===== src/logic/scr_ram_macros.svh =====
// Scrambled SRAM parameters
`ifndef SCR_RAM_MACROS_SVH
`define SCR_RAM_MACROS_SVH

// Data word and byte lane layout
`define SCR_DATA_W 32
`define SCR_BYTES 4

// The depth is 2**SCR_ADDR_W so the address map stays a bijection
`define SCR_ADDR_W 8
`define SCR_DEPTH 256

// Key material for the keystream cipher
`define SCR_KEY_W 64
`define SCR_NONCE_W 32

// Round counts of the three substitution/permutation networks
`define SCR_CIPHER_ROUNDS 2
`define SCR_DIFF_ROUNDS 2
`define SCR_ADDR_ROUNDS 2

`endif


===== src/logic/scr_ram_pkg.sv =====
// Scrambled SRAM types and primitives
`include "scr_ram_macros.svh"

package scr_ram_pkg;

  // Operation presented to the storage array in a given cycle
  typedef enum logic [1:0] {
    MEM_IDLE  = 2'b00,
    MEM_READ  = 2'b01,
    MEM_WRITE = 2'b10
  } mem_op_e;

  typedef logic [`SCR_DATA_W-1:0] word_t;
  typedef logic [`SCR_ADDR_W-1:0] addr_t;
  typedef logic [`SCR_BYTES-1:0]  be_t;

  // Entry i of the 4-bit S-box and of its inverse sits at bits 4*i+3:4*i
  localparam logic [63:0] SBOX4     = 64'h2174_8FE3_DA09_B65C;
  localparam logic [63:0] SBOX4_INV = 64'hA970_364B_D21C_8FE5;

  function automatic logic [3:0] sbox4(logic [3:0] x);
    return SBOX4[4*x +: 4];
  endfunction

  function automatic logic [3:0] sbox4_inv(logic [3:0] x);
    return SBOX4_INV[4*x +: 4];
  endfunction

  // Bit i moves to 2*i mod 7, the top bit stays where it is
  function automatic logic [7:0] perm8(logic [7:0] x);
    logic [7:0] y;
    for (int i = 0; i < 7; i++) begin
      y[(2*i) % 7] = x[i];
    end
    y[7] = x[7];
    return y;
  endfunction

  function automatic logic [7:0] perm8_inv(logic [7:0] x);
    logic [7:0] y;
    for (int i = 0; i < 7; i++) begin
      y[i] = x[(2*i) % 7];
    end
    y[7] = x[7];
    return y;
  endfunction

endpackage


===== src/logic/keystream_gen.sv =====
// Reduced-round keystream cipher
`timescale 1ns/1ps
`include "scr_ram_macros.svh"

module keystream_gen (
  input  logic                   clk_i,
  input  logic                   rst_ni,
  input  logic                   valid_i,
  input  logic [`SCR_KEY_W-1:0]  key_i,
  input  scr_ram_pkg::word_t     iv_i,
  output scr_ram_pkg::word_t     ks_o
);

  // One cipher round is a key add with alternating key halves and a round constant,
  // then nibble substitution and a bit spread where bit i moves to 8*i mod 31
  function automatic scr_ram_pkg::word_t ks_round(scr_ram_pkg::word_t s,
                                                  logic [`SCR_KEY_W-1:0] k, int r);
    scr_ram_pkg::word_t t;
    scr_ram_pkg::word_t p;
    t = s ^ k[32*(r % 2) +: 32] ^ {4{8'(r + 1)}};
    for (int n = 0; n < 8; n++) begin
      t[4*n +: 4] = scr_ram_pkg::sbox4(t[4*n +: 4]);
    end
    for (int i = 0; i < 31; i++) begin
      p[(8*i) % 31] = t[i];
    end
    p[31] = t[31];
    return p;
  endfunction

  //////////////////////////////////////////////////
  // First half and halfway register
  //////////////////////////////////////////////////

  scr_ram_pkg::word_t mid_d, mid_q;

  // The IV is the low nonce bits with the raw address, so every row gets its own stream
  always_comb begin
    mid_d = iv_i;
    for (int r = 0; r < `SCR_CIPHER_ROUNDS; r++) begin
      mid_d = ks_round(mid_d, key_i, r);
    end
  end

  // Loaded at grant, so the stream of a request is ready in the following cycle
  // The key stays static for as long as it is valid
  always_ff @(posedge clk_i or negedge rst_ni) begin
    if (!rst_ni) begin
      mid_q <= '0;
    end else if (valid_i) begin
      mid_q <= mid_d;
    end
  end

  //////////////////////////////////////////////////
  // Second half
  //////////////////////////////////////////////////

  // Round numbers carry on from the first half so the constants stay distinct
  always_comb begin
    scr_ram_pkg::word_t st;
    st = mid_q;
    for (int r = `SCR_CIPHER_ROUNDS; r < 2 * `SCR_CIPHER_ROUNDS; r++) begin
      st = ks_round(st, key_i, r);
    end
    // Final whitening with the low key half
    ks_o = st ^ key_i[31:0];
  end

endmodule


===== config.mk =====
export PLATFORM = sky130hd
export DESIGN_NAME = keystream_gen
export DESIGN_NICKNAME = d
export VERILOG_FILES = /design/src/logic/scr_ram_pkg.sv /design/src/logic/keystream_gen.sv
export VERILOG_INCLUDE_DIRS = /design/src /design/src/logic
export SDC_FILE = /design/constraint.sdc
export NUM_CORES = 1
export LEC_CHECK = 0
export BUFFER_PORTS_ARGS = -buffer_cell sky130_fd_sc_hd__buf_2
export CORE_UTILIZATION = 53
export DETAILED_ROUTE_END_ITERATION = 6
export GPL_ROUTABILITY_DRIVEN = 0
export GPL_TIMING_DRIVEN = 0
export PLACE_DENSITY = 0.76
export SYNTH_ARGS = -nofsm -noshare
export SYNTH_HDL_FRONTEND = slang
export SYNTH_SLANG_ARGS = --single-unit

===== constraint.sdc =====
create_clock -name clk_i -period 3.4 [get_ports clk_i]
set_clock_uncertainty 0.15 [all_clocks]
set_input_delay 0.17 -clock clk_i [delete_from_list [all_inputs] [get_ports clk_i]]
set_output_delay 0.17 -clock clk_i [all_outputs]
set_load 0.01 [all_outputs]

# After elaboration in Yosys (flattened, before gate mapping)
# Index checks and enable logic that the tools add are counted.
dict set report classes {
  n_addsub 0
  n_mul 0
  div 0
  n_lt_le_gt_ge 0
  n_eq_ne 0
  shift 32
  n_mux 0
  bitwise_logic 9
  n_reduce_logical 0
}
# operator n
set op_table {}
lappend op_table {{$shiftx 64x7->4 const A} 32}
lappend op_table {{$xor 32x32->32} 5}
lappend op_table {{$not 4->4} 3}
lappend op_table {{$not 8->8} 1}
dict set report word_totals {
  ff_bits 32
  latch_bits 0
  ramBits 0
  mem_bits_ro 0
  inputBits 99
  out_inout_bits 32
  word_cells 42
  mem_count 0
}

# Logic depth before layout (Yosys ltp)
dict set report depth {
  word_depth 7
  mapped_depth 14
  mapped_depth_nobuf 14
}

# Worst setup path before layout
# No wires, ideal clock.
dict set report synth_timing {
  path_type {register to output}
  startpoint {reg mid_q[20]}
  endpoint {out ks_o[29]}
  arrival_time_ns 2.827
  t_required_ns 3.080
  path_slack_ns 0.253
  path_stages_with_launch 12
  cell_sequence {dfrtp_1 xnor2_1 inv_1 ha_1 mux4_2 xor2_1 inv_1 ha_1 mux2_2 nor2_1 a31oi_1 xnor2_1}
}
dict set report synth_via {
  elab_chain_cells 5
}
# item line_no
set synth_rtl {}
lappend synth_rtl {{start: declaration} keystream_gen.sv:35} ;# scr_ram_pkg::word_t mid_d, mid_q;
lappend synth_rtl {{start signal: assignment} keystream_gen.sv:51} ;# mid_q <= mid_d;
lappend synth_rtl {{$xor 32x32->32} keystream_gen.sv:20} ;# t = s ^ k[32*(r % 2) +: 32] ^ {4{8'(r + 1)}};
lappend synth_rtl {{$shiftx 64x7->4} scr_ram_pkg.sv:22} ;# return SBOX4[4*x +: 4];
lappend synth_rtl {{$xor 32x32->32} keystream_gen.sv:20}
lappend synth_rtl {{$shiftx 64x7->4} scr_ram_pkg.sv:22}
lappend synth_rtl {{$xor 32x32->32} keystream_gen.sv:67} ;# ks_o = st ^ key_i[31:0];
lappend synth_rtl {{end: declaration} keystream_gen.sv:11} ;# output scr_ram_pkg::word_t ks_o
# No other way between the ends.

# Worst setup path in the final report
dict set report layout_timing {
  startpoint {reg mid_q[4]}
  endpoint {out ks_o[20]}
}
# The elaborated chain is that of the path after synthesis.

==> results.sh <==
export IMPL_grt_start_max_net_pins=33
export IMPL_min_period_ns=3.42
export IMPL_syn_area_sq_mm=0.00778
export IMPL_synth_top_area_share=0.175
export IMPL_critPathKind="reg -> out"
export IMPL_routed_wl_um=21700
export IMPL_htreeDepth=2
export IMPL_clk_pin_slew_ns=0.05
export IMPL_hold_viol=0
export IMPL_regArea_sq_um=805
export IMPL_setup_violations=3
export IMPL_slew_headroom=0.409
export IMPL_drv_cap=0
export IMPL_status="finished with violations"
export IMPL_violations="negative setup slack"
export IMPL_die_h_um=123
export IMPL_final_cell_count_no_fill=1292
export IMPL_cp_data_required_time_ns=3.08
export IMPL_grt_pass1_vias=6422
export IMPL_dp_cells=1211
export IMPL_ant_nets=0
export IMPL_drive_gt1_frac=0.371
export IMPL_multiInputGateArea_sq_mm=0.00746
export IMPL_crit_top_cell="ha_4"
export IMPL_yosys_area_top_type="ha_1"
export IMPL_rsz0062_at_grt="true"
export IMPL_antenna_found_initial=0
export IMPL_worstMarginPinSlew_ns=0.881
export IMPL_final_util=0.725
export IMPL_numCtsBuffers=5
export IMPL_largest_reg_flops=32
export IMPL_critPathMaxStageDelay_ns=0.55
export IMPL_pre_cts_slack_ns=-0.340
export IMPL_cts_tree="built"
export IMPL_first_pass_iters=5
export IMPL_crit_path_end_kind="output port"
export IMPL_reg2reg_from="mid_q[24]$_DFFE_PN0P_"
export IMPL_initial_core_util=0.552
export IMPL_synth_edff_count=0
export IMPL_crit_fanout=5
export IMPL_crit_buf_inv=2
export IMPL_io_pins=131
export IMPL_critPathLaunch="mid_q[4]$_DFFE_PN0P_"
export IMPL_hold_class="in -> reg"
export IMPL_layout_setup_ws_ns=-0.0200
export IMPL_largestRegisters="mid_q x32"
export IMPL_ys_warn_count=0
export IMPL_die_area_sq_mm=0.0152
export IMPL_drtIter0Drc=496
export IMPL_dp_hpwl_um=15600
export IMPL_clock_sinks=32
export IMPL_grt_pass1_wl_um=31400
export IMPL_synth_avg_cell_area_sq_um=8.63
export IMPL_cp_start_kind="register"
export IMPL_regMostFlops="mid_q"
export IMPL_coreArea_sq_mm=0.0141
export IMPL_grt_use_total=0.265
export IMPL_area_growth_pct=31.3
export IMPL_via_per_inst=5.68
export IMPL_ys_types=61
export IMPL_async_flop_share=1.00
export IMPL_die_w_um=123
export IMPL_ys_dominant_reg_cell="dfrtp_1"
export IMPL_slew_viol_final=0
export IMPL_cp_cell_sequence="xnor2_2, buf_4, ha_4, mux4_2, xnor2_4, ha_4, nor3_2, a31oi_1, o311a_1, xor2_1, buf_2"
export IMPL_antenna_cells=0
export IMPL_root_buffer="clkbuf_16"
export IMPL_syn_nets=1110
export IMPL_period_share=1.01
export IMPL_synth_seq_cells=32
export IMPL_mostFrequentLayoutCells="buf_2, ha_1, inv_1, buf_4, nor2_1"
export IMPL_path_delay_family="XOR/XNOR gates"
export IMPL_clk_latency_ns=0.27
export IMPL_drc_errors=0
export IMPL_synth_cells=902
export IMPL_critPathArrivalTime_ns=3.10
export IMPL_vias=7342
export IMPL_fill_cells=1035
export IMPL_ctsLongestPathBuffers=2
export IMPL_synth_area_leaders="ha_1, dfrtp_1, xnor2_1"
export IMPL_wl_per_cell_um=16.8
export IMPL_rows=43
export IMPL_max_clock_freq_mhz=292
export IMPL_seq_area_frac_synth=0.103
export IMPL_io_buffer_count=129
export IMPL_grt_ovfl_total=0
export IMPL_min_delay_start="valid_i"
export IMPL_cp_slowest_cell="mux4_2"
export IMPL_mostFrequentLayoutCell="buf_2"
export IMPL_nets=1320
## worst paths after layout
check / endpoint / cells after the start / slack [ns]
max in group asynchronous: mid_q[8]$_DFFE_PN0P_ / 2 / 2.16
worst max-delay path: ks_o[20] / 11 / -0.02
worst min-delay path: mid_q[6]$_DFFE_PN0P_ / 3 / 0.12
min in group asynchronous: mid_q[23]$_DFFE_PN0P_ / 2 / 0.38
worst min register to register: mid_q[31]$_DFFE_PN0P_ / 1 / 0.39
worst max register to register: mid_q[24]$_DFFE_PN0P_ / 2 / 2.35
## area by class of cell
type / instances / area share
Multi-Input combinational cell: 769 / 0.730
Buffer: 11 / 0.00502
Clock buffer: 6 / 0.0126
Timing Repair Buffer: 201 / 0.117
Sequential cell: 32 / 0.0787
Inverter: 91 / 0.0337
Tap cell: 180 / 0.0220
Clock inverter: 1 / 0.000490
Timing Repair inverter: 1 / 0.000734
## routing by layer
| metal | share of wire | GRT usage |
|---|---|---|
| met2 | 0.50 | 0.451 |
| met1 | 0.42 | 0.358 |
| met5 | 0 | 0 |
| met4 | 0.015 | 0.0610 |
| met3 | 0.065 | 0.0295 |
## cell usage after synthesis, types with 2 or more instances
library cell and number:
buf_2 3, inv_2 6, xnor2_1 85, o21ai_0 33, ha_1 109, nand3_1 14, o21bai_1 2, nand2b_1 6
o31ai_1 3, nor2b_1 8, a21oi_1 63, and2_1 3, o22ai_1 7, o211ai_1 13, dfrtp_1 32, o32ai_1 3
a31oi_1 12, mux2_2 22, nand3b_1 5, xor2_2 11, a211oi_1 13, o221ai_1 9, or3_1 3, mux2_1 4
xnor2_2 20, nor3_1 20, xor2_1 77, clkbuf_1 8, mux2i_1 39, a22oi_1 3, mux4_2 25, nor2_1 69
nand4_1 2, o21ai_1 13, inv_1 85, nand2_1 46, o22a_1 2
## worst register-to-register path: stages, from the launching register on
cell and delay, ns:
dfrtp_1 0.43, buf_4 0.16, o22a_1 0.20
## stage by stage
stage | TNS, ns | area (sq um) | hold slack (ns)
3_3_place_gp | -0.841 | 8650 | 0.134
3_5_place_dp | -1.32 | 8650 | 0.140
5_1_grt | -1.53 | 10200 | 0.163
2_1_floorplan | 0 | 7780 | -0.276
4_1_cts | -0.126 | 9390 | 0.128
6_report | -0.0449 | 10200 | 0.123
## logic make-up after synthesis
logic type,Yosys count,share of synthesized area
multiplexers,91,0.163
flip-flops,32,0.103
AO/OA/AOI/OAI,191,0.152
buffers and inverters,102,0.0497
XOR/XNOR,194,0.251
AND/OR/NAND/NOR,183,0.106
adder cells (fa/ha/maj),109,0.175
## timing repair
item	CTS	global route
gates resized for setup	51	96
endpoints found under the setup margin	30	32
hold buffers	1	0
setup buffers	27	44
hold endpoints to repair	32	0
pin swaps	29	68
cloned	0	2
Power is left out: the tool's default activity adds up to more than one toggle a clock period on the data nets, which glitch-free logic cannot reach.
