<file path="src/logic/scr_ram_macros.svh">
// Scrambled SRAM parameters
`ifndef SCR_RAM_MACROS_SVH
`define SCR_RAM_MACROS_SVH

// Data word and byte lane layout
`define SCR_DATA_W 32
`define SCR_BYTES 4

// The depth is 2**SCR_ADDR_W so the address map stays a bijection
`define SCR_ADDR_W 8
`define SCR_DEPTH 256

// Key material for the keystream cipher
`define SCR_KEY_W 64
`define SCR_NONCE_W 32

// Round counts of the three substitution/permutation networks
`define SCR_CIPHER_ROUNDS 2
`define SCR_DIFF_ROUNDS 2
`define SCR_ADDR_ROUNDS 2

`endif

</file>
<file path="src/logic/scr_ram_pkg.sv">
// Scrambled SRAM types and primitives
`include "scr_ram_macros.svh"

package scr_ram_pkg;

  // Operation presented to the storage array in a given cycle
  typedef enum logic [1:0] {
    MEM_IDLE  = 2'b00,
    MEM_READ  = 2'b01,
    MEM_WRITE = 2'b10
  } mem_op_e;

  typedef logic [`SCR_DATA_W-1:0] word_t;
  typedef logic [`SCR_ADDR_W-1:0] addr_t;
  typedef logic [`SCR_BYTES-1:0]  be_t;

  // Entry i of the 4-bit S-box and of its inverse sits at bits 4*i+3:4*i
  localparam logic [63:0] SBOX4     = 64'h2174_8FE3_DA09_B65C;
  localparam logic [63:0] SBOX4_INV = 64'hA970_364B_D21C_8FE5;

  function automatic logic [3:0] sbox4(logic [3:0] x);
    return SBOX4[4*x +: 4];
  endfunction

  function automatic logic [3:0] sbox4_inv(logic [3:0] x);
    return SBOX4_INV[4*x +: 4];
  endfunction

  // Bit i moves to 2*i mod 7, the top bit stays where it is
  function automatic logic [7:0] perm8(logic [7:0] x);
    logic [7:0] y;
    for (int i = 0; i < 7; i++) begin
      y[(2*i) % 7] = x[i];
    end
    y[7] = x[7];
    return y;
  endfunction

  function automatic logic [7:0] perm8_inv(logic [7:0] x);
    logic [7:0] y;
    for (int i = 0; i < 7; i++) begin
      y[i] = x[(2*i) % 7];
    end
    y[7] = x[7];
    return y;
  endfunction

endpackage

</file>
<file path="src/logic/addr_scrambler.sv">
// Keyed address substitution/permutation
`timescale 1ns/1ps
`include "scr_ram_macros.svh"

module addr_scrambler (
  input  scr_ram_pkg::addr_t addr_i,
  input  logic [7:0]         nonce_i,
  output scr_ram_pkg::addr_t addr_o
);

  //////////////////////////////////////////////////
  // Bijective address network
  //////////////////////////////////////////////////

  // Every round is a key add, a nibble S-box and a fixed wire permutation
  // Each of these steps is invertible on its own, so the whole map is a bijection
  // and no two raw addresses ever land on the same array row
  // The nonce byte selects which of the bijections is in use
  always_comb begin
    scr_ram_pkg::addr_t a;
    a = addr_i;
    for (int r = 0; r < `SCR_ADDR_ROUNDS; r++) begin
      // Key add with the top nonce byte
      a = a ^ nonce_i;
      // Substitution on both nibbles
      a = {scr_ram_pkg::sbox4(a[7:4]), scr_ram_pkg::sbox4(a[3:0])};
      // Spread the nibble bits over the whole address
      a = scr_ram_pkg::perm8(a);
    end
    addr_o = a;
  end

endmodule

</file>
<file path="config.mk">
export PLATFORM = sky130hd
export DESIGN_NAME = addr_scrambler
export DESIGN_NICKNAME = d
export VERILOG_FILES = /design/src/logic/scr_ram_pkg.sv /design/src/logic/addr_scrambler.sv
export VERILOG_INCLUDE_DIRS = /design/src /design/src/logic
export SDC_FILE = /design/constraint.sdc
export NUM_CORES = 1
export LEC_CHECK = 0
export BUFFER_PORTS_ARGS = -buffer_cell sky130_fd_sc_hd__buf_2
export CAP_MARGIN = 20
export CORE_ASPECT_RATIO = 0.9
export CORE_MARGIN = 3
export CORE_UTILIZATION = 43
export DETAILED_ROUTE_END_ITERATION = 16
export MAX_ROUTING_LAYER = met4
export PLACE_DENSITY = 0.67
export SYNTH_ARGS = -nofsm -noshare
export SYNTH_HDL_FRONTEND = slang
export SYNTH_SLANG_ARGS = --single-unit
</file>
<file path="constraint.sdc">
create_clock -name vclk -period 6.8
set_clock_uncertainty 0.2 [all_clocks]
set_input_delay 0.68 -clock vclk [all_inputs]
set_output_delay 0.68 -clock vclk [all_outputs]
set_load 0.005 [all_outputs]
</file>
# == Word-level counts from Yosys, hierarchy flattened ==
# Cells that the tools add are included.
# word_totals
reg_bits,0
n_memories,0
out_inout_bits,8
mem_bits_rw,0
latch_bits,0
input_bits,16
wordCells,6
romBits,0
# classes
addsub,0
muxes,0
bitwise_logic,2
n_lt_le_gt_ge,0
n_reduce_logical,0
eq_ne,0
shift,4
mul,0
div_mod_pow,0
# op_table
op,n
"indexed part select 64 x 7 -> 4 bit, first input constant",4
XOR 8 bit,2

# == Depth between registers and ports, before layout ==
# Gate-level depths: netlist (run 1).
# logic_depth
ltp_word,4
ltp_mapped,12
depth_no_buf,12

# == Least setup slack after synthesis (run 1) ==
# No wires, ideal clock.
# synth_path
kind,input -> output
start,in addr_i[5]
end,out addr_o[5]
t_arrival_ns,3.138
required_ns,5.920
n_path_buf,0
path_stages,9
setup_slack_ns,2.782
path_cell_list,xor2_1 ha_1 a22o_1 a211oi_1 inv_1 ha_1 or3_1 a21oi_1 a31oi_1
# synth_between
elab_chain_cells,4
# synth_lines
item,line,rtl
from (decl),addr_scrambler.sv:6,"input scr_ram_pkg::addr_t addr_i,"
XOR 8 bit,addr_scrambler.sv:24,a = a ^ nonce_i;
indexed part select 64 x 7 -> 4 bit,scr_ram_pkg.sv:22,return SBOX4[4*x +: 4];
XOR 8 bit,addr_scrambler.sv:24,
indexed part select 64 x 7 -> 4 bit,scr_ram_pkg.sv:22,
to (decl),addr_scrambler.sv:8,output scr_ram_pkg::addr_t addr_o
# No other way between the ends.

# == Worst setup path after layout (run 1) ==
# layout_path
start,in nonce_i[5]
end,out addr_o[5]
# layout_between
elab_chain_cells,4
# layout_lines
item,line,rtl
from (decl),addr_scrambler.sv:7,"input logic [7:0] nonce_i,"
XOR 8 bit,addr_scrambler.sv:24,
indexed part select 64 x 7 -> 4 bit,scr_ram_pkg.sv:22,
XOR 8 bit *,addr_scrambler.sv:24,
indexed part select 64 x 7 -> 4 bit *,scr_ram_pkg.sv:22,
# Every way passes the cells marked *; elsewhere a longest branch is shown, timed or not.

==> metrics, run 1 <==
outcome=finished clean; Ys Warns=0; FF+latch count=0; routed via count=883; Final Util=54.8%; initial antenna violation count=0; total negative setup slack=0 ns; Post-Syn Area=948 sq um; CTS Hold Bufs=0; Final nets=164; WHS=1.72 ns; routed wire length=between 2 and 2.5 mm; Critical Path RT=5.92 ns; total area of sequential cells=0 sq um; fmax=211 MHz; leakage=between 0.0005 and 0.0006 uW; leading area contributor after synthesis=ha_1; GRT Total Usage=14.8%; post-route minimum period=~4.8 ns; remaining antenna violation count=0; Crit Path Class=primary input to output port; syn_nets=between 100 and 150; synth top area cells=ha_1, mux2i_1, xnor2_2; Worst path max stage delay=0.73 ns; most frequent cells in the layout=buf_2, mux2i_1, ha_1; crit-path max FO=8; RSZ-0062 raised after global routing=false; Crit. End Element=output port; starting density of the core=between 40% and 50%; min-delay worst type=primary input to output port; core box area=2010 sq um; Cell Chain, Critical Path=buf_2 > xor2_1 > ha_1 > a22o_1 > a211oi_1 > inv_1 > ha_1 > or3_1 > a21oi_1 > a31oi_1 > buf_2; first-pass GRT wire length=3.48 mm; # fillers=191; Die Y=slightly above 50 um; ant diodes=0; Least-Margin Pin Slew=~0.86 ns; Die X-Extent=55.5 um; synth unique cells=35; setup bufs post-CTS=0; Final Hold Vio Count=0; Final Cycle Share=69.9%; layout clock buffer count=0; Slew HR=42.3%; syn avg cell area=around 8.6 sq um; maximum vdd ir drop=approximately 0.00010 V; IO buf count=24; # DRC=0; CP arrival=3.87 ns; Critical Path Start Type=primary input; sequential element share of the synthesized area=0%; final setup fails=0; largest net degree at the start of global routing=10; top cell type's share of synthesized area=about 16%; commonest non-fill, non-tap cell in the layout=buf_2; GRT overflow=0; pwr dens=189 nW/um^2; drt first pass iters=4; DR vias/cell=5.55; CTS resizes=0; row cnt=15; number of global-route vias before repair=839; DR iter-0 viols=21; full die area=2810 sq um; Pins Over Slew Limit=0; drt wl/cell=13.0 um; num ports=24; RePlAce Congestion=0.779; Syn Inst Count=110; Slowest-stage cell, CP=a211oi_1; HPWL Detailed=1.78 mm; layout cells sized above 1=31.3%; Syn-to-layout area delta=16.0%; max cap viols=0
## Yosys cell counts
library cell  number
a31oi_1            1
o22ai_1            1
a21o_1             1
o221ai_1           1
a21oi_2            1
mux2_2             5
or2_2              1
nand3_1            4
mux2i_1           13
a22o_1             1
o211a_1            1
o31ai_1            2
xnor2_2            4
inv_1             10
o31a_1             1
a31o_1             1
o21ai_0            2
a221oi_2           1
mux2_1             2
xnor2_1            5
and2_1             1
a211oi_1           5
xor2_2             3
or4_1              1
mux4_2             2
o211ai_1           1
xor2_1             5
nor2_1             6
or3_1              2
a21oi_1            5
or4b_2             1
nor3_1             3
nand2_1            4
ha_1              12
nand2b_1           1
## cell type report
cell class	count	area (sq um)	area share (%)
multi-input cells	100	911	82.8
repair buffers	24	120	10.9
well taps	25	31.3	2.84
inverters	10	37.5	3.41
## per-layer routing
metal | global-route usage, % | vias up | part of all wire [%]
met5 | - | - | 0
met4 | 0 | 0 | 0
met3 | 0.514 | 0 | 2.1
li1 | - | 459 | -
met2 | 27.4 | 13 | 48
met1 | 19.3 | 411 | 50
## critical path, delay by kind of cell
family                     cells  cell delay (ns)
buffers and inverters          3             0.46
xor gates and xnor gates       1             0.49
and+or+nand+nor                1             0.37
adders and majority gates      2             0.71
AOI/OAI and AO/OA              4             1.14
## logic make-up after synthesis
family | count (synthesis) | share of synthesized area [%]
AO/OA/AOI/OAI | 25 | 19.4
multiplexers | 22 | 26.8
adder cells (fa/ha/maj) | 12 | 15.8
XOR/XNOR | 17 | 21.2
buffers and inverters | 10 | 3.96
AND/OR/NAND/NOR | 24 | 12.8
## stage by stage
step | total power, uW | std cells | area [sq um] | setup WS [ns]
after floorplan | 149 | 110 | 948 | 2.78
after detailed placement | 207 | 159 | 1100 | 2.13
after global routing | 233 | 159 | 1100 | 1.82
after CTS | 208 | 159 | 1100 | 2.12
final | 207 | 159 | 1100 | 2.05
after global placement | 200 | 159 | 1100 | 2.26
## power by group
part	total, uW	internal, uW	leakage (uW)	switching (uW)
clock	0	0	0	0
combinational	207	97.3	0.000527	110
sequential	0	0	0	0
## final timing paths
check             startpoint         to  slack [ns]  cells after the start
setup / recovery  nonce_i[5]  addr_o[5]        2.05                     11
hold / removal    nonce_i[4]  addr_o[5]        1.72                      5
No activity file was read; power rests on OpenSTA's default activity.
==> inputs of run 2 (changes only) <==
--- a/config.mk
+++ b/config.mk
@@ -13,7 +13,7 @@
 export CORE_UTILIZATION = 43
 export DETAILED_ROUTE_END_ITERATION = 16
 export MAX_ROUTING_LAYER = met4
-export PLACE_DENSITY = 0.67
+export PLACE_DENSITY = 0.69
 export SYNTH_ARGS = -nofsm -noshare
 export SYNTH_HDL_FRONTEND = slang
 export SYNTH_SLANG_ARGS = --single-unit
==> constraint.sdc (replaced) <==
create_clock -name vclk -period 4
set_clock_uncertainty 0.2 [all_clocks]
set_input_delay 0.4 -clock vclk [all_inputs]
set_output_delay 0.4 -clock vclk [all_outputs]
set_load 0.005 [all_outputs]
==> run 2 against run 1 <==
Via count up 2.8%; combinational power up 72%; worst hold slack worse by 0.56 ns; non-clock buffer count up 3; flip-flop and latch count unchanged; critical path depth up 1; die area unchanged; total power up 71%; sequential share of layout area unchanged; utilization up 1.1 points; global-route usage about the same; final cell count up 1.9%; critical path type unchanged; largest power group unchanged; highest routed layer unchanged.
==> metrics, run 2 (synthesis results as in run 1) <==
min-delay worst type=primary input to output port; post-route minimum period=3.73 ns; Pins Over Slew Limit=0 (unchanged); row cnt=15 (unchanged); fmax=268 MHz; outcome=finished clean; Critical Path Start Type=primary input; Least-Margin Pin Slew=0.601 ns (-0.259 ns); Slew HR=59.6% (+17 points); Crit. End Element=output port; RePlAce Congestion=0.838 (+7.5%); number of global-route vias before repair=790 (-5.8%); Critical Path RT=3.40 ns (-2.52 ns); Placement Setup Slack=0.297 ns (-1.84 ns); Final Cycle Share=approximately 93%; Crit Path Class=primary input to output port; DR vias/cell=5.60 (+0.93%); Die X-Extent=55.5 um (unchanged); initial antenna violation count=0 (unchanged); layout cells sized above 1=32.8% (+1.5 points); drt first pass iters=4 (unchanged); CTS Hold Bufs=0 (unchanged); CP arrival=3.13 ns (-0.74 ns); Die Y=50.6 um (unchanged); first-pass GRT wire length=3.46 mm (-0.40%); setup bufs post-CTS=0 (unchanged); most frequent cells in the layout=buf_2, mux2i_1, ha_1; full die area=2810 sq um (unchanged); GRT Total Usage=14.9% (+0.039 points); # DRC=0 (unchanged); CTS resizes=0 (unchanged); # fillers=195 (+2.1%); final setup fails=0 (unchanged); Final Util=55.9% (+1.1 points); GRT overflow=0 (unchanged); total negative setup slack=0 ns (unchanged); leakage=0.000541 uW (+2.7%); RSZ-0062 raised after global routing=false; total area of sequential cells=0 sq um (unchanged); routed via count=908 (+2.8%); remaining antenna violation count=0 (unchanged); pwr dens=317 nW/um^2 (+68%); commonest non-fill, non-tap cell in the layout=buf_2; num ports=24 (unchanged); core box area=2010 sq um (unchanged); worst setup slack after layout=0.270 ns (-1.78 ns); DR iter-0 viols=12 (-43%); ant diodes=0 (unchanged); WHS=1.16 ns (-0.562 ns); Final Hold Vio Count=0 (unchanged); IO buf count=24 (unchanged); hold depth=4 (-1); layout clock buffer count=0 (unchanged); FF+latch count=0 (unchanged); HPWL Detailed=1.77 mm (-1.0%); drt wl/cell=12.6 um (-3.2%); largest net degree at the start of global routing=10 (unchanged); starting density of the core=47.2% (unchanged); crit-path max FO=8 (unchanged); maximum vdd ir drop=0.000178 V (+75%); Syn-to-layout area delta=18.3%; max cap viols=0 (unchanged); Final nets=167 (+1.8%); routed wire length=2.04 mm (-1.4%)
==> run 2: cell count changes in the layout (fill, tap and decap cells not counted), sizes merged <==
| cell | delta |
|---|---|
| buf | +3 |
==> run 2: power breakdown <==
| group | total [uW] | switching (uW) | internal (uW) |
|---|---|---|---|
| combinational | 356 | 184 | 172 |
| clock | 0 | 0 | 0 |
| sequential | 0 | 0 | 0 |
| total | 356 | 184 | 172 |
==> run 2: critical path, cell delays in order <==
cell and delay [ns]:
buf_2 0.11, xor2_1 0.50, ha_1 0.36, or4_1 0.51, o21ai_0 0.09, a211oi_1 0.09
inv_1 0.09, ha_1 0.24, or3_1 0.36, a21oi_1 0.16, a31oi_1 0.05, buf_2 0.16
==> run 2: layout make-up <==
cell class / instances / area [sq um] / area share (%)
multi-input combinational: 100 / 911 / 81.2
timing repair buffer: 27 / 143 / 12.7
inverter: 10 / 37.5 / 3.34
tap: 25 / 31.3 / 2.79
==> run 2: final timing paths <==
| path | start | to | slack, ns |
|---|---|---|---|
| worst max-delay path | nonce_i[5] | addr_o[5] | 0.27 |
| worst min-delay path | nonce_i[3] | addr_o[0] | 1.16 |
==> run 2: through the flow <==
| stage | instances | power [uW] | area (sq um) |
|---|---|---|---|
| 2_1_floorplan | 110 | 253 | 948 |
| 3_3_place_gp | 162 | 349 | 1120 |
| 3_5_place_dp | 162 | 357 | 1120 |
| 4_1_cts | 162 | 359 | 1120 |
| 5_1_grt | 162 | 398 | 1120 |
| 6_report | 162 | 356 | 1120 |
==> run 2: per-layer routing <==
layer / GRT usage, % / wire length (um) / vias to the layer above
li1: - / - / 465
met3: 1.03 / 73 / 0
met5: - / 0 / -
met4: 0.810 / 0 / 0
met2: 26.2 / 1030 / 20
met1: 19.7 / 937 / 423
