<file path="config.mk">
export PLATFORM = sky130hd
export DESIGN_NAME = read_resp_flat
export DESIGN_NICKNAME = d
export VERILOG_FILES = /design/src/logic/scr_ram_pkg.sv /design/src/logic/mem_port_if.sv /design/src/logic/byte_diffuser.sv /design/src/logic/read_resp.sv /design/src/flat_wrapper.sv
export VERILOG_INCLUDE_DIRS = /design/src /design/src/logic
export SDC_FILE = /design/constraint.sdc
export NUM_CORES = 1
export LEC_CHECK = 0
export ABC_AREA = 1
export ABC_CLOCK_PERIOD_IN_PS = 4000
export BUFFER_PORTS_ARGS = -buffer_cell sky130_fd_sc_hd__buf_4
export CAP_MARGIN = 0
export CELL_PAD_IN_SITES_DETAIL_PLACEMENT = 1
export CELL_PAD_IN_SITES_GLOBAL_PLACEMENT = 2
export CORE_MARGIN = 5
export CORE_UTILIZATION = 25
export CTS_BUF_LIST = sky130_fd_sc_hd__clkbuf_8 sky130_fd_sc_hd__clkbuf_16
export CTS_CLUSTER_SIZE = 30
export DETAILED_ROUTE_END_ITERATION = 10
export PLACE_DENSITY = 0.92
export RECOVER_POWER = 25
export SKIP_LAST_GASP = 1
export SLEW_MARGIN = 40
export SYNTH_ARGS = -nofsm -noshare
export SYNTH_HDL_FRONTEND = slang
export SYNTH_HIERARCHICAL = 1
export SYNTH_SLANG_ARGS = --single-unit
</file>
<file path="constraint.sdc">
create_clock -name clk_i -period 4 [get_ports clk_i]
set_input_delay 0.8 -clock clk_i [delete_from_list [all_inputs] [get_ports clk_i]]
set_output_delay 0.8 -clock clk_i [all_outputs]
set_load 0.005 [all_outputs]
</file>
<file path="src/logic/scr_ram_macros.svh">
// Scrambled SRAM parameters
`ifndef SCR_RAM_MACROS_SVH
`define SCR_RAM_MACROS_SVH

// Data word and byte lane layout
`define SCR_DATA_W 32
`define SCR_BYTES 4

// The depth is 2**SCR_ADDR_W so the address map stays a bijection
`define SCR_ADDR_W 8
`define SCR_DEPTH 256

// Key material for the keystream cipher
`define SCR_KEY_W 64
`define SCR_NONCE_W 32

// Round counts of the three substitution/permutation networks
`define SCR_CIPHER_ROUNDS 2
`define SCR_DIFF_ROUNDS 2
`define SCR_ADDR_ROUNDS 2

`endif

</file>
<file path="src/logic/scr_ram_pkg.sv">
// Scrambled SRAM types and primitives
`include "scr_ram_macros.svh"

package scr_ram_pkg;

  // Operation presented to the storage array in a given cycle
  typedef enum logic [1:0] {
    MEM_IDLE  = 2'b00,
    MEM_READ  = 2'b01,
    MEM_WRITE = 2'b10
  } mem_op_e;

  typedef logic [`SCR_DATA_W-1:0] word_t;
  typedef logic [`SCR_ADDR_W-1:0] addr_t;
  typedef logic [`SCR_BYTES-1:0]  be_t;

  // Entry i of the 4-bit S-box and of its inverse sits at bits 4*i+3:4*i
  localparam logic [63:0] SBOX4     = 64'h2174_8FE3_DA09_B65C;
  localparam logic [63:0] SBOX4_INV = 64'hA970_364B_D21C_8FE5;

  function automatic logic [3:0] sbox4(logic [3:0] x);
    return SBOX4[4*x +: 4];
  endfunction

  function automatic logic [3:0] sbox4_inv(logic [3:0] x);
    return SBOX4_INV[4*x +: 4];
  endfunction

  // Bit i moves to 2*i mod 7, the top bit stays where it is
  function automatic logic [7:0] perm8(logic [7:0] x);
    logic [7:0] y;
    for (int i = 0; i < 7; i++) begin
      y[(2*i) % 7] = x[i];
    end
    y[7] = x[7];
    return y;
  endfunction

  function automatic logic [7:0] perm8_inv(logic [7:0] x);
    logic [7:0] y;
    for (int i = 0; i < 7; i++) begin
      y[i] = x[(2*i) % 7];
    end
    y[7] = x[7];
    return y;
  endfunction

endpackage

</file>
<file path="src/logic/mem_port_if.sv">
// Scrambled array port
`timescale 1ns/1ps

interface mem_port_if;

  // Operation, scrambled address, scrambled word and byte enables for the array
  scr_ram_pkg::mem_op_e op;
  scr_ram_pkg::addr_t   addr;
  scr_ram_pkg::word_t   wdata;
  scr_ram_pkg::be_t     be;

  // Scrambled read word, valid the cycle after a MEM_READ
  scr_ram_pkg::word_t   rdata;

  // High in the cycle the read data of a read that hit a held write returns
  logic                 collide;

  modport sched (
    output op,
    output addr,
    output wdata,
    output be,
    output collide
  );

  modport array (
    input  op,
    input  addr,
    input  wdata,
    input  be,
    output rdata
  );

  modport resp (
    input  rdata,
    input  collide
  );

endinterface

</file>
<file path="src/logic/byte_diffuser.sv">
// Byte-wise data diffusion
`timescale 1ns/1ps
`include "scr_ram_macros.svh"

module byte_diffuser #(
  parameter bit inverse_p = 1'b0
) (
  input  scr_ram_pkg::word_t data_i,
  output scr_ram_pkg::word_t data_o
);

  //////////////////////////////////////////////////
  // Per-byte substitution/permutation
  //////////////////////////////////////////////////

  // Flipping one stored bit disturbs the whole byte after descrambling
  // Diffusion never crosses a byte boundary, which keeps byte writes possible
  // The inverse runs the rounds in reverse, undoing the permutation first and then the S-box
  always_comb begin
    logic [7:0] b;
    data_o = '0;
    for (int k = 0; k < `SCR_BYTES; k++) begin
      b = data_i[8*k +: 8];
      for (int r = 0; r < `SCR_DIFF_ROUNDS; r++) begin
        if (!inverse_p) begin
          // Forward round on the write side
          b = {scr_ram_pkg::sbox4(b[7:4]), scr_ram_pkg::sbox4(b[3:0])};
          b = scr_ram_pkg::perm8(b);
        end else begin
          // Exact inverse round on the read side
          b = scr_ram_pkg::perm8_inv(b);
          b = {scr_ram_pkg::sbox4_inv(b[7:4]), scr_ram_pkg::sbox4_inv(b[3:0])};
        end
      end
      data_o[8*k +: 8] = b;
    end
  end

endmodule

</file>
<file path="src/logic/read_resp.sv">
// Read response path
`timescale 1ns/1ps
`include "scr_ram_macros.svh"

module read_resp (
  input  logic                clk_i,
  input  logic                rst_ni,
  input  logic                read_en_i,
  input  logic                kill_i,
  input  scr_ram_pkg::word_t  ks_i,
  input  scr_ram_pkg::word_t  wdata_raw_i,
  input  scr_ram_pkg::be_t    be_raw_i,
  mem_port_if.resp            mem,
  output scr_ram_pkg::word_t  rdata_o,
  output logic                rvalid_o
);

  logic               rvalid_q;
  scr_ram_pkg::word_t rdata_xor, rdata_plain;

  // One response cycle per granted read
  always_ff @(posedge clk_i or negedge rst_ni) begin
    if (!rst_ni) begin
      rvalid_q <= 1'b0;
    end else begin
      rvalid_q <= read_en_i;
    end
  end

  //////////////////////////////////////////////////
  // Descrambling
  //////////////////////////////////////////////////

  // Undo diffusion first, the keystream XOR goes last to hide the cipher delay
  byte_diffuser #(
    .inverse_p (1'b1)
  ) u_diff_inv (
    .data_i (mem.rdata),
    .data_o (rdata_xor)
  );

  assign rdata_plain = rdata_xor ^ ks_i;

  // Killed responses return zeros with no valid
  // On a collision the enabled bytes come from the raw held write
  always_comb begin
    rdata_o  = '0;
    rvalid_o = 1'b0;
    if (rvalid_q && !kill_i) begin
      rvalid_o = 1'b1;
      for (int k = 0; k < `SCR_BYTES; k++) begin
        rdata_o[8*k +: 8] = (mem.collide && be_raw_i[k]) ? wdata_raw_i[8*k +: 8]
                                                          : rdata_plain[8*k +: 8];
      end
    end
  end

endmodule

</file>
<file path="src/flat_wrapper.sv">
// flat-port wrapper written by rule: the top's interface ports become plain ports
module read_resp_flat 
  (clk_i, rst_ni, read_en_i, kill_i, ks_i, wdata_raw_i, be_raw_i, rdata_o, rvalid_o, mem_rdata, mem_collide);
  mem_port_if mem_i ();
  input  logic clk_i;
  input  logic rst_ni;
  input  logic read_en_i;
  input  logic kill_i;
  input  scr_ram_pkg::word_t ks_i;
  input  scr_ram_pkg::word_t wdata_raw_i;
  input  scr_ram_pkg::be_t be_raw_i;
  output scr_ram_pkg::word_t rdata_o;
  output logic rvalid_o;
  input wire logic [$bits(mem_i.rdata)-1:0] mem_rdata;
  input wire logic [$bits(mem_i.collide)-1:0] mem_collide;
  assign mem_i.rdata = mem_rdata;
  assign mem_i.collide = mem_collide;
  read_resp u_core (.clk_i(clk_i), .rst_ni(rst_ni), .read_en_i(read_en_i), .kill_i(kill_i), .ks_i(ks_i), .wdata_raw_i(wdata_raw_i), .be_raw_i(be_raw_i), .mem(mem_i), .rdata_o(rdata_o), .rvalid_o(rvalid_o));
endmodule
</file>
# Yosys cells after proc, flatten, opt, wreduce, memory -nomap -nowiden
# Cells that the tools add are included.
[totals]
reg_bits = 1
latch_bits = 0
mem_bits_rw = 0
rom_bits = 0
output_inout_bits = 33
word_cells = 30
memories = 0
[classes]
add_sub_neg = 0
n_mul = 0
div_mod_pow = 0
n_lt_le_gt_ge = 0
n_eq_ne = 0
shifts = 16
n_mux = 6
bitwise = 1
n_reduce_logical = 6
[op_table]
columns = ["op", "n"]
rows = [
  ["64-bit by 7-bit variable part select with 4-bit output, first input constant", 16],
  ["32-bit 2-to-1 mux", 1],
  ["8-bit 2-to-1 mux", 4],
  ["32-bit bitwise XOR", 1],
  ["1-bit logical AND", 5],
  ["1-bit logical NOT", 1],
  ["1-bit 2-to-1 mux", 1],
]

# Depth between registers and ports, before layout
# Gate-level depths: netlist (run 1).
[depth]
word_depth = 5
ltp_mapped = 18
ltp_nobuf = 18

# By module
# The synthesis (run 1) kept the hierarchy.
[modules_own_cells]
columns = ["mod", "n_inst", "cells_each", "area_per_inst_um2", "seq_area_each_um2"]
rows = [
  ["byte_diffuser", 1, 649, 3455.8, 0.0],
  ["read_resp", 1, 270, 1086.0, 25.0],
]

# Least setup slack after synthesis (run 1)
# No wires, ideal clock.
[synth_timing]
kind = "input to output"
start = "in mem_rdata[8]"
end = "out rdata_o[11]"
t_arrival_ns = 2.663
path_slack_ns = 0.537
path_stages = 15
cell_sequence = "inv_1 ha_1 nand2_1 a21boi_0 o21ai_1 inv_1 ha_1 nor2_1 o21ai_0 nand2_1 inv_1 nand2_1 nand2_1 nor2_1 nor2_1"
[synth_between]
elab_chain_cells = 5
[synth_lines]
columns = ["element", "line_no", "text"]
rows = [
  ["start: declaration", "flat_wrapper.sv:14", "input wire logic [$bits(mem_i.rdata)-1:0] mem_rdata;"],
  ["64-bit by 7-bit variable part select with 4-bit output (2 in series)", "scr_ram_pkg.sv:26", "return SBOX4_INV[4*x +: 4];"],
  ["via u_core.rdata_xor[11]", "read_resp.sv:19", "scr_ram_pkg::word_t rdata_xor, rdata_plain;"],
  ["32-bit bitwise XOR", "read_resp.sv:42", "assign rdata_plain = rdata_xor ^ ks_i;"],
  ["8-bit 2-to-1 mux", "read_resp.sv:52", "rdata_o[8*k +: 8] = (mem.collide && be_raw_i[k]) ? wdata_raw_i[8*k +: 8]"],
  ["32-bit 2-to-1 mux", "read_resp.sv:49", "if (rvalid_q && !kill_i) begin"],
  ["end: declaration", "flat_wrapper.sv:12", "output scr_ram_pkg::word_t rdata_o;"],
]
# The timed path passes the listed nets, and every way through them passes these cells.

# Final worst setup path (run 1)
[layout_timing]
start = "in mem_rdata[8]"
end = "out rdata_o[8]"
# Same word-level chain as after synthesis.

==> results of run 1 <==
-- cells in the mapped netlist --
library cell  count  area share, %
dfrtp_1           1           0.55
and2_1            2           0.28
nand2_4           1           0.25
inv_2            22            1.8
o21ai_4           2           0.72
o21a_1            2           0.33
nand3b_1          1           0.17
nand2_2          10            1.4
or2_0             2           0.28
inv_1           142             12
o21ai_0          51            5.6
a21boi_0          2           0.33
nor2_4            2           0.50
o21ai_2           6            1.2
clkinv_1          1          0.083
o22ai_2           1           0.28
inv_4             1           0.14
nand3_1          56            6.2
nor2_2            2           0.28
nand2_1         375             31
o211ai_1          8            1.3
nand4_1           1           0.14
clkbuf_2          1           0.11
buf_4             4           0.66
or2_1             2           0.28
buf_2             6           0.66
o211ai_2          1           0.28
nand3_2           1           0.22
a21oi_1           6           0.66
o21ai_1          32            3.5
nor2_1           99            8.2
ha_1             76             21
-- layout make-up --
type,count,area (um^2)
tap,229,286.5
timing repair buffer,141,1059
inverter,166,629.4
multi-input combinational,741,3841
fill,2562,12060
sequential,1,25.02
-- what timing repair did --
item | 4_1_cts | 5_1_grt
hold buffers | 0 | 0
setup endpoints to repair | 0 | 6
resized for setup | 0 | 7
-- stage by stage --
| step | hold WS, ns | setup TNS [ns] | area [um^2] | total power, W | std cells |
|---|---|---|---|---|---|
| finish | 0.5943 | 0 | 5841 | 0.0008582 | 1278 |
| detailed placement | 0.5763 | 0 | 5822 | 0.0008653 | 1278 |
| global route | 0.5968 | -0.003593 | 5841 | 0.001001 | 1278 |
| global placement | 0.5751 | 0 | 5822 | 0.0008489 | 1278 |
| CTS | 0.5762 | 0 | 5822 | 0.0008694 | 1278 |
| floorplan | 0.5044 | 0 | 4542 | 0.0005847 | 919 |
-- cells by family (layout without fill, tap and decap cells) --
| kind of cell | Yosys count | count (layout) | synth area share (%) |
|---|---|---|---|
| fa+ha+maj | 76 | 76 | 20.94 |
| compound gates | 111 | 111 | 14.21 |
| buf+inv | 177 | 307 | 15.21 |
| flops | 1 | 1 | 0.5509 |
| simple gates | 554 | 554 | 49.09 |
-- worst paths after layout --
path,startpoint,endpoint,slack (ns),cells after the start
max,mem_rdata[8],rdata_o[8],0.25,17
min,rst_ni,u_core/rvalid_q$_DFF_PN0_,0.59,1
max in group asynchronous,rst_ni,u_core/rvalid_q$_DFF_PN0_,3.32,1
min in group clk_i,read_en_i,u_core/rvalid_q$_DFF_PN0_,0.93,1
-- worst max-delay path: cells and delay by family --
kind	cells	cell delay, ns
AND/OR/NAND/NOR	7	0.50
adder cells (fa/ha/maj)	2	0.63
buffers and inverters	5	0.56
AO/OA/AOI/OAI	3	0.44
-- report_power, final --
part | total [W] | switching (W) | internal [W]
Clock | 0 | 0 | 0
Sequential | 0.0000109 | 0.000000121 | 0.0000108
Combinational | 0.000847 | 0.000511 | 0.000336
Total | 0.000858 | 0.000511 | 0.000347
-- layer usage --
metal / up-vias / share of wire [%] / GRT usage, %
met3: 2 / 4.7 / 1.019
met2: 83 / 50 / 26.24
met4: 0 / 0.43 / 0.5891
met5: - / 0 / 0
met1: 2513 / 45 / 16.64
li1: 3066 / - / -
==> flow_summary.ini, run 1 <==
[run_status]
status = finished, final reports clean

[critical_path]
crit_slowest_cell = ha_1
critPathArrivalTime_ns = 2.95
slowest_delay_ns = 0.32
worst-endpoint-required_ns = 3.20
critPathMostFrequentCell = nand2_1
criticalPathCategory = in2out
critPathMaxFanout = 6
crit_chain = buf_4 > clkinvlp_4 > ha_4 > nand2_1 > a21boi_0 > o21ai_1 > inv_1 > ha_1 > nand2_1 > nand2_1 > o21ai_1 > inv_1 > nand2_1 > nand2_1 > nor2_1 > nor2_1 > buf_4
start_kind = primary input
cp-end-kind = output pin

[placed_design]
place_ws_ns = 0.1638
dp_hpwl_mm = 13.03
place.gp.congestion = 0.8087
port_buffers = 137

[finish]
regMostFlops = u_core/rvalid_q
reg.largest.list = u_core/rvalid_q x1
utilization_pct = 32.63
drive_above_1_share_pct = 18.68
final_common_cell = nand2_1
syn2layout_area_growth_pct = 28.60
layout_common_cells = nand2_1, inv_1, buf_4, nor2_1, ha_1
n_antenna_cell = 0
largest_reg_flops = 1
fin_nets = 1232

[sta]
setup_ws_ns = 0.2475
slew_headroom_pct = 13.29
hold_viol = 0
slew_viol_final = 0
worst_pin_slew_ns = 1.299
setup_viol = 0
fmax_mhz = 266.5
min_period_ns = 3.753
period_share_pct = 93.81

[route]
drt-total-wl_mm = 14.79
first_iter_violations = 144
drc = 0
num_vias = 5664
dr.pass1.iters = 4
ant_nets = 0
viasPerCell = 4.432
routedWlPerCell_um = 11.57

[floorplanning]
design.die.area_mm2 = 0.02096
die_w_um = 144.8
rows = 49
die_height_um = 144.8
ioPinCount = 138
initial_core_util_pct = 25.37
coreArea_mm2 = 0.01790

[synthesis]
synth-seq-cells = 1
yosysSeqAreaShare_pct = 0.5510
yosys_warnings = 6
avgSynthCellArea_um2 = 4.942
synth_area_mm2 = 0.004542
synth_cell_type_count = 32
synthesis.instances = 919
syn_nets = 1100

[global_route]
grt_pass1_wl_mm = 24.33
overflow = 0
grt_max_degree = 34
grt_antenna_before_repair = 0
grt_usage_pct = 13.40
grt_pass1_vias = 5611

[power_and_ir_drop]
power_leakage_nw = 3.671
power.density_mw_per_mm2 = 146.9
ir_drop_mv = 0.04747

[clock_network]
post_cts_buffers = 0
cts.clk_slew.worst_paths_ns = 0

[hold_path]
hold_path_class = in2async

[run]
drv_cap = 0
(Power assumes the default switching activity.)
==> run 2, diff against run 1 <==
--- a/config.mk
+++ b/config.mk
@@ -6,22 +6,21 @@
 export SDC_FILE = /design/constraint.sdc
 export NUM_CORES = 1
 export LEC_CHECK = 0
-export ABC_AREA = 1
+export ABC_AREA = 0
 export ABC_CLOCK_PERIOD_IN_PS = 4000
 export BUFFER_PORTS_ARGS = -buffer_cell sky130_fd_sc_hd__buf_4
 export CAP_MARGIN = 0
 export CELL_PAD_IN_SITES_DETAIL_PLACEMENT = 1
 export CELL_PAD_IN_SITES_GLOBAL_PLACEMENT = 2
 export CORE_MARGIN = 5
-export CORE_UTILIZATION = 25
+export CORE_UTILIZATION = 30
 export CTS_BUF_LIST = sky130_fd_sc_hd__clkbuf_8 sky130_fd_sc_hd__clkbuf_16
 export CTS_CLUSTER_SIZE = 30
 export DETAILED_ROUTE_END_ITERATION = 10
-export PLACE_DENSITY = 0.92
+export PLACE_DENSITY = 0.93
 export RECOVER_POWER = 25
 export SKIP_LAST_GASP = 1
 export SLEW_MARGIN = 40
 export SYNTH_ARGS = -nofsm -noshare
 export SYNTH_HDL_FRONTEND = slang
-export SYNTH_HIERARCHICAL = 1
 export SYNTH_SLANG_ARGS = --single-unit
==> flow_summary.ini, run 2 <==
[critical_path]
critPathMaxFanout = 3
critPathMostFrequentCell = buf_4
slowest_delay_ns = 0.30
crit_start = mem_rdata[24]
crit_chain = buf_4 > inv_2 > buf_4 > ha_2 > mux4_2 > inv_2 > buf_4 > ha_1 > or2_2 > mux2_4 > mux2i_4 > nor3_2 > a211o_1 > buf_4
cp-end-kind = output pin
worst-endpoint-required_ns = 3.20
criticalPathCategory = in2out
start_kind = primary input
crit_slowest_cell = mux4_2
critPathArrivalTime_ns = 3.13

[sta]
hold_viol = 0
fmax_mhz = 254.5
slew_viol_final = 0
timing.setup.tns_ns = 0
period_share_pct = 98.21
worst_pin_slew_ns = 0.6456
setup_viol = 0
slew_headroom_pct = 56.80
min_period_ns = 3.929
rsz0062_at_grt = yes

[finish]
regMostFlops = u_core.rvalid_q
fill_cells = 1801
multi_input_area_mm2 = 0.004325
stdcell_count = 965
largest_reg_flops = 1
drive_above_1_share_pct = 38.80
final_area_mm2 = 0.006359
layout_common_cells = buf_4, ha_1, nand2_1, inv_1, nor2_1
reg.largest.list = u_core.rvalid_q x1
fin_nets = 969
syn2layout_area_growth_pct = 41.17
final_common_cell = buf_4
n_antenna_cell = 0
area.sequential_um2 = 25.02

[synthesis]
synth_area_mm2 = 0.004504
synth-seq-cells = 1
synth_top_area_share_pct = 22.50
synth-edff-count = 0
yosysMostFrequentCell = ha_1
yosysSeqAreaShare_pct = 0.5556
yosys_warnings = 0
syn_nets = 790
ys.flop_type = dfrtp_1
synthesis.instances = 604
synth_common_cells = ha_1, inv_1, nand2_1
avgSynthCellArea_um2 = 7.457
synth_cell_type_count = 68
ys_top_cells_by_area = ha_1, mux4_2, inv_1, mux2i_1, nand2_1
synthArstFlopShare_pct = 100.0
synth_largest_area_cell = ha_1

[floorplanning]
ioPinCount = 138
coreArea_mm2 = 0.01464
initial_core_util_pct = 30.76
design.die.area_mm2 = 0.01757
die_w_um = 132.5
die_height_um = 132.5
rows = 44

[placed_design]
place.gp.congestion = 0.8692
dp_hpwl_mm = 13.44
dpl_cell_area_mm2 = 0.006003
dp.cells = 952
port_buffers = 137

[run]
drv_cap = 0

[route]
drt-total-wl_mm = 16.23
first_iter_violations = 224
ant_nets = 0
routedWlPerCell_um = 16.82
drc = 0
num_vias = 5223
viasPerCell = 5.412
dr.pass1.iters = 4

[global_route]
grt_antenna_before_repair = 0
grt_usage_pct = 16.82
grt_pass1_vias = 5637
grt_pass1_wl_mm = 26.12
overflow = 0
top_usage_layer = met2
grt_max_degree = 13
use_met2_pct = 33.15
use_met1_pct = 19.89
gr-usage-met3_pct = 1.557

[run_status]
status = finished, final reports clean

[power_and_ir_drop]
power.density_mw_per_mm2 = 169.5
power_leakage_nw = 3.071
ir_drop_mv = 0.08385

[hold_path]
hold_path_class = in2async

[clock_network]
cts.clk_slew.worst_paths_ns = 0
[run 2: cell count changes after synthesis, moves of 20 or more]
cell,change
nor2_1,-54
mux4_2,+20
nand3_1,-35
o21ai_1,-32
inv_2,-20
a21oi_1,+21
nand2_1,-314
mux2i_1,+25
o21ai_0,-26
inv_1,-73
nor3_1,+20
[run 2: metal layers]
metal	vias to the layer above	wire, um
li1	2545	-
met1	2515	6801
met2	142	8521
met3	21	636
met4	0	270
met5	-	0
[run 2: kinds of logic (layout without fill, tap and decap cells)]
kind of cell | Yosys count | count (layout) | share of synthesized area, %
and+or+nand+nor | 217 | 217 | 23.94
AOI/OAI and AO/OA | 144 | 144 | 22.70
buffers and inverters | 95 | 272 | 9.000
adders and majority gates | 81 | 81 | 22.50
muxes | 57 | 57 | 19.56
xor gates and xnor gates | 9 | 9 | 1.750
DFF | 1 | 1 | 0.5555
[run 2: worst paths after layout]
path | end | slack (ns) | depth (start not counted)
setup / recovery | rdata_o[28] | 0.07 | 14
max in group asynchronous | u_core.rvalid_q$_DFF_PN0_ | 3.32 | 1
hold / removal | u_core.rvalid_q$_DFF_PN0_ | 0.60 | 1
min in group clk_i | u_core.rvalid_q$_DFF_PN0_ | 0.93 | 1
[run 2: critical path, delay by kind of cell]
kind / cells / cell delay, ns
AO/OA/AOI/OAI: 1 / 0.24
adder cells (fa/ha/maj): 2 / 0.34
buffers and inverters: 6 / 0.68
multiplexers: 3 / 0.74
AND/OR/NAND/NOR: 2 / 0.33
[run 2: stage by stage]
step	setup WS (ns)	utilization, %	hold WS [ns]	total power, W
6_report	0.07141	43.42	0.5972	0.001078
5_1_grt	-0.03707	43.42	0.6031	0.001186
4_1_cts	-0.001984	41.12	0.5777	0.0009730
3_5_place_dp	-0.07140	40.99	0.5777	0.0009631
3_3_place_gp	0.06417	40.99	0.5764	0.0009128
2_1_floorplan	0.2657	-	0.5044	0.0005959
[run 2: layout make-up]
class / instances / share of cell area, %
tap: 184 / 3.621
multi-input combinational: 508 / 68.02
sequential: 1 / 0.3935
inverter: 72 / 4.290
timing repair buffer: 200 / 23.67
[run 2: repair_timing]
action                                  CTS  global route
pin swaps                                 4            17
hold buffers                              0             0
gates resized for setup                   3            66
buffers inserted                          2            11
endpoints found under the setup margin    8            27
[run 2: where the power goes]
part           switching [W]  internal, W
Sequential       0.000000225    0.0000108
Combinational       0.000542     0.000525
Clock                      0            0
Total               0.000542     0.000536
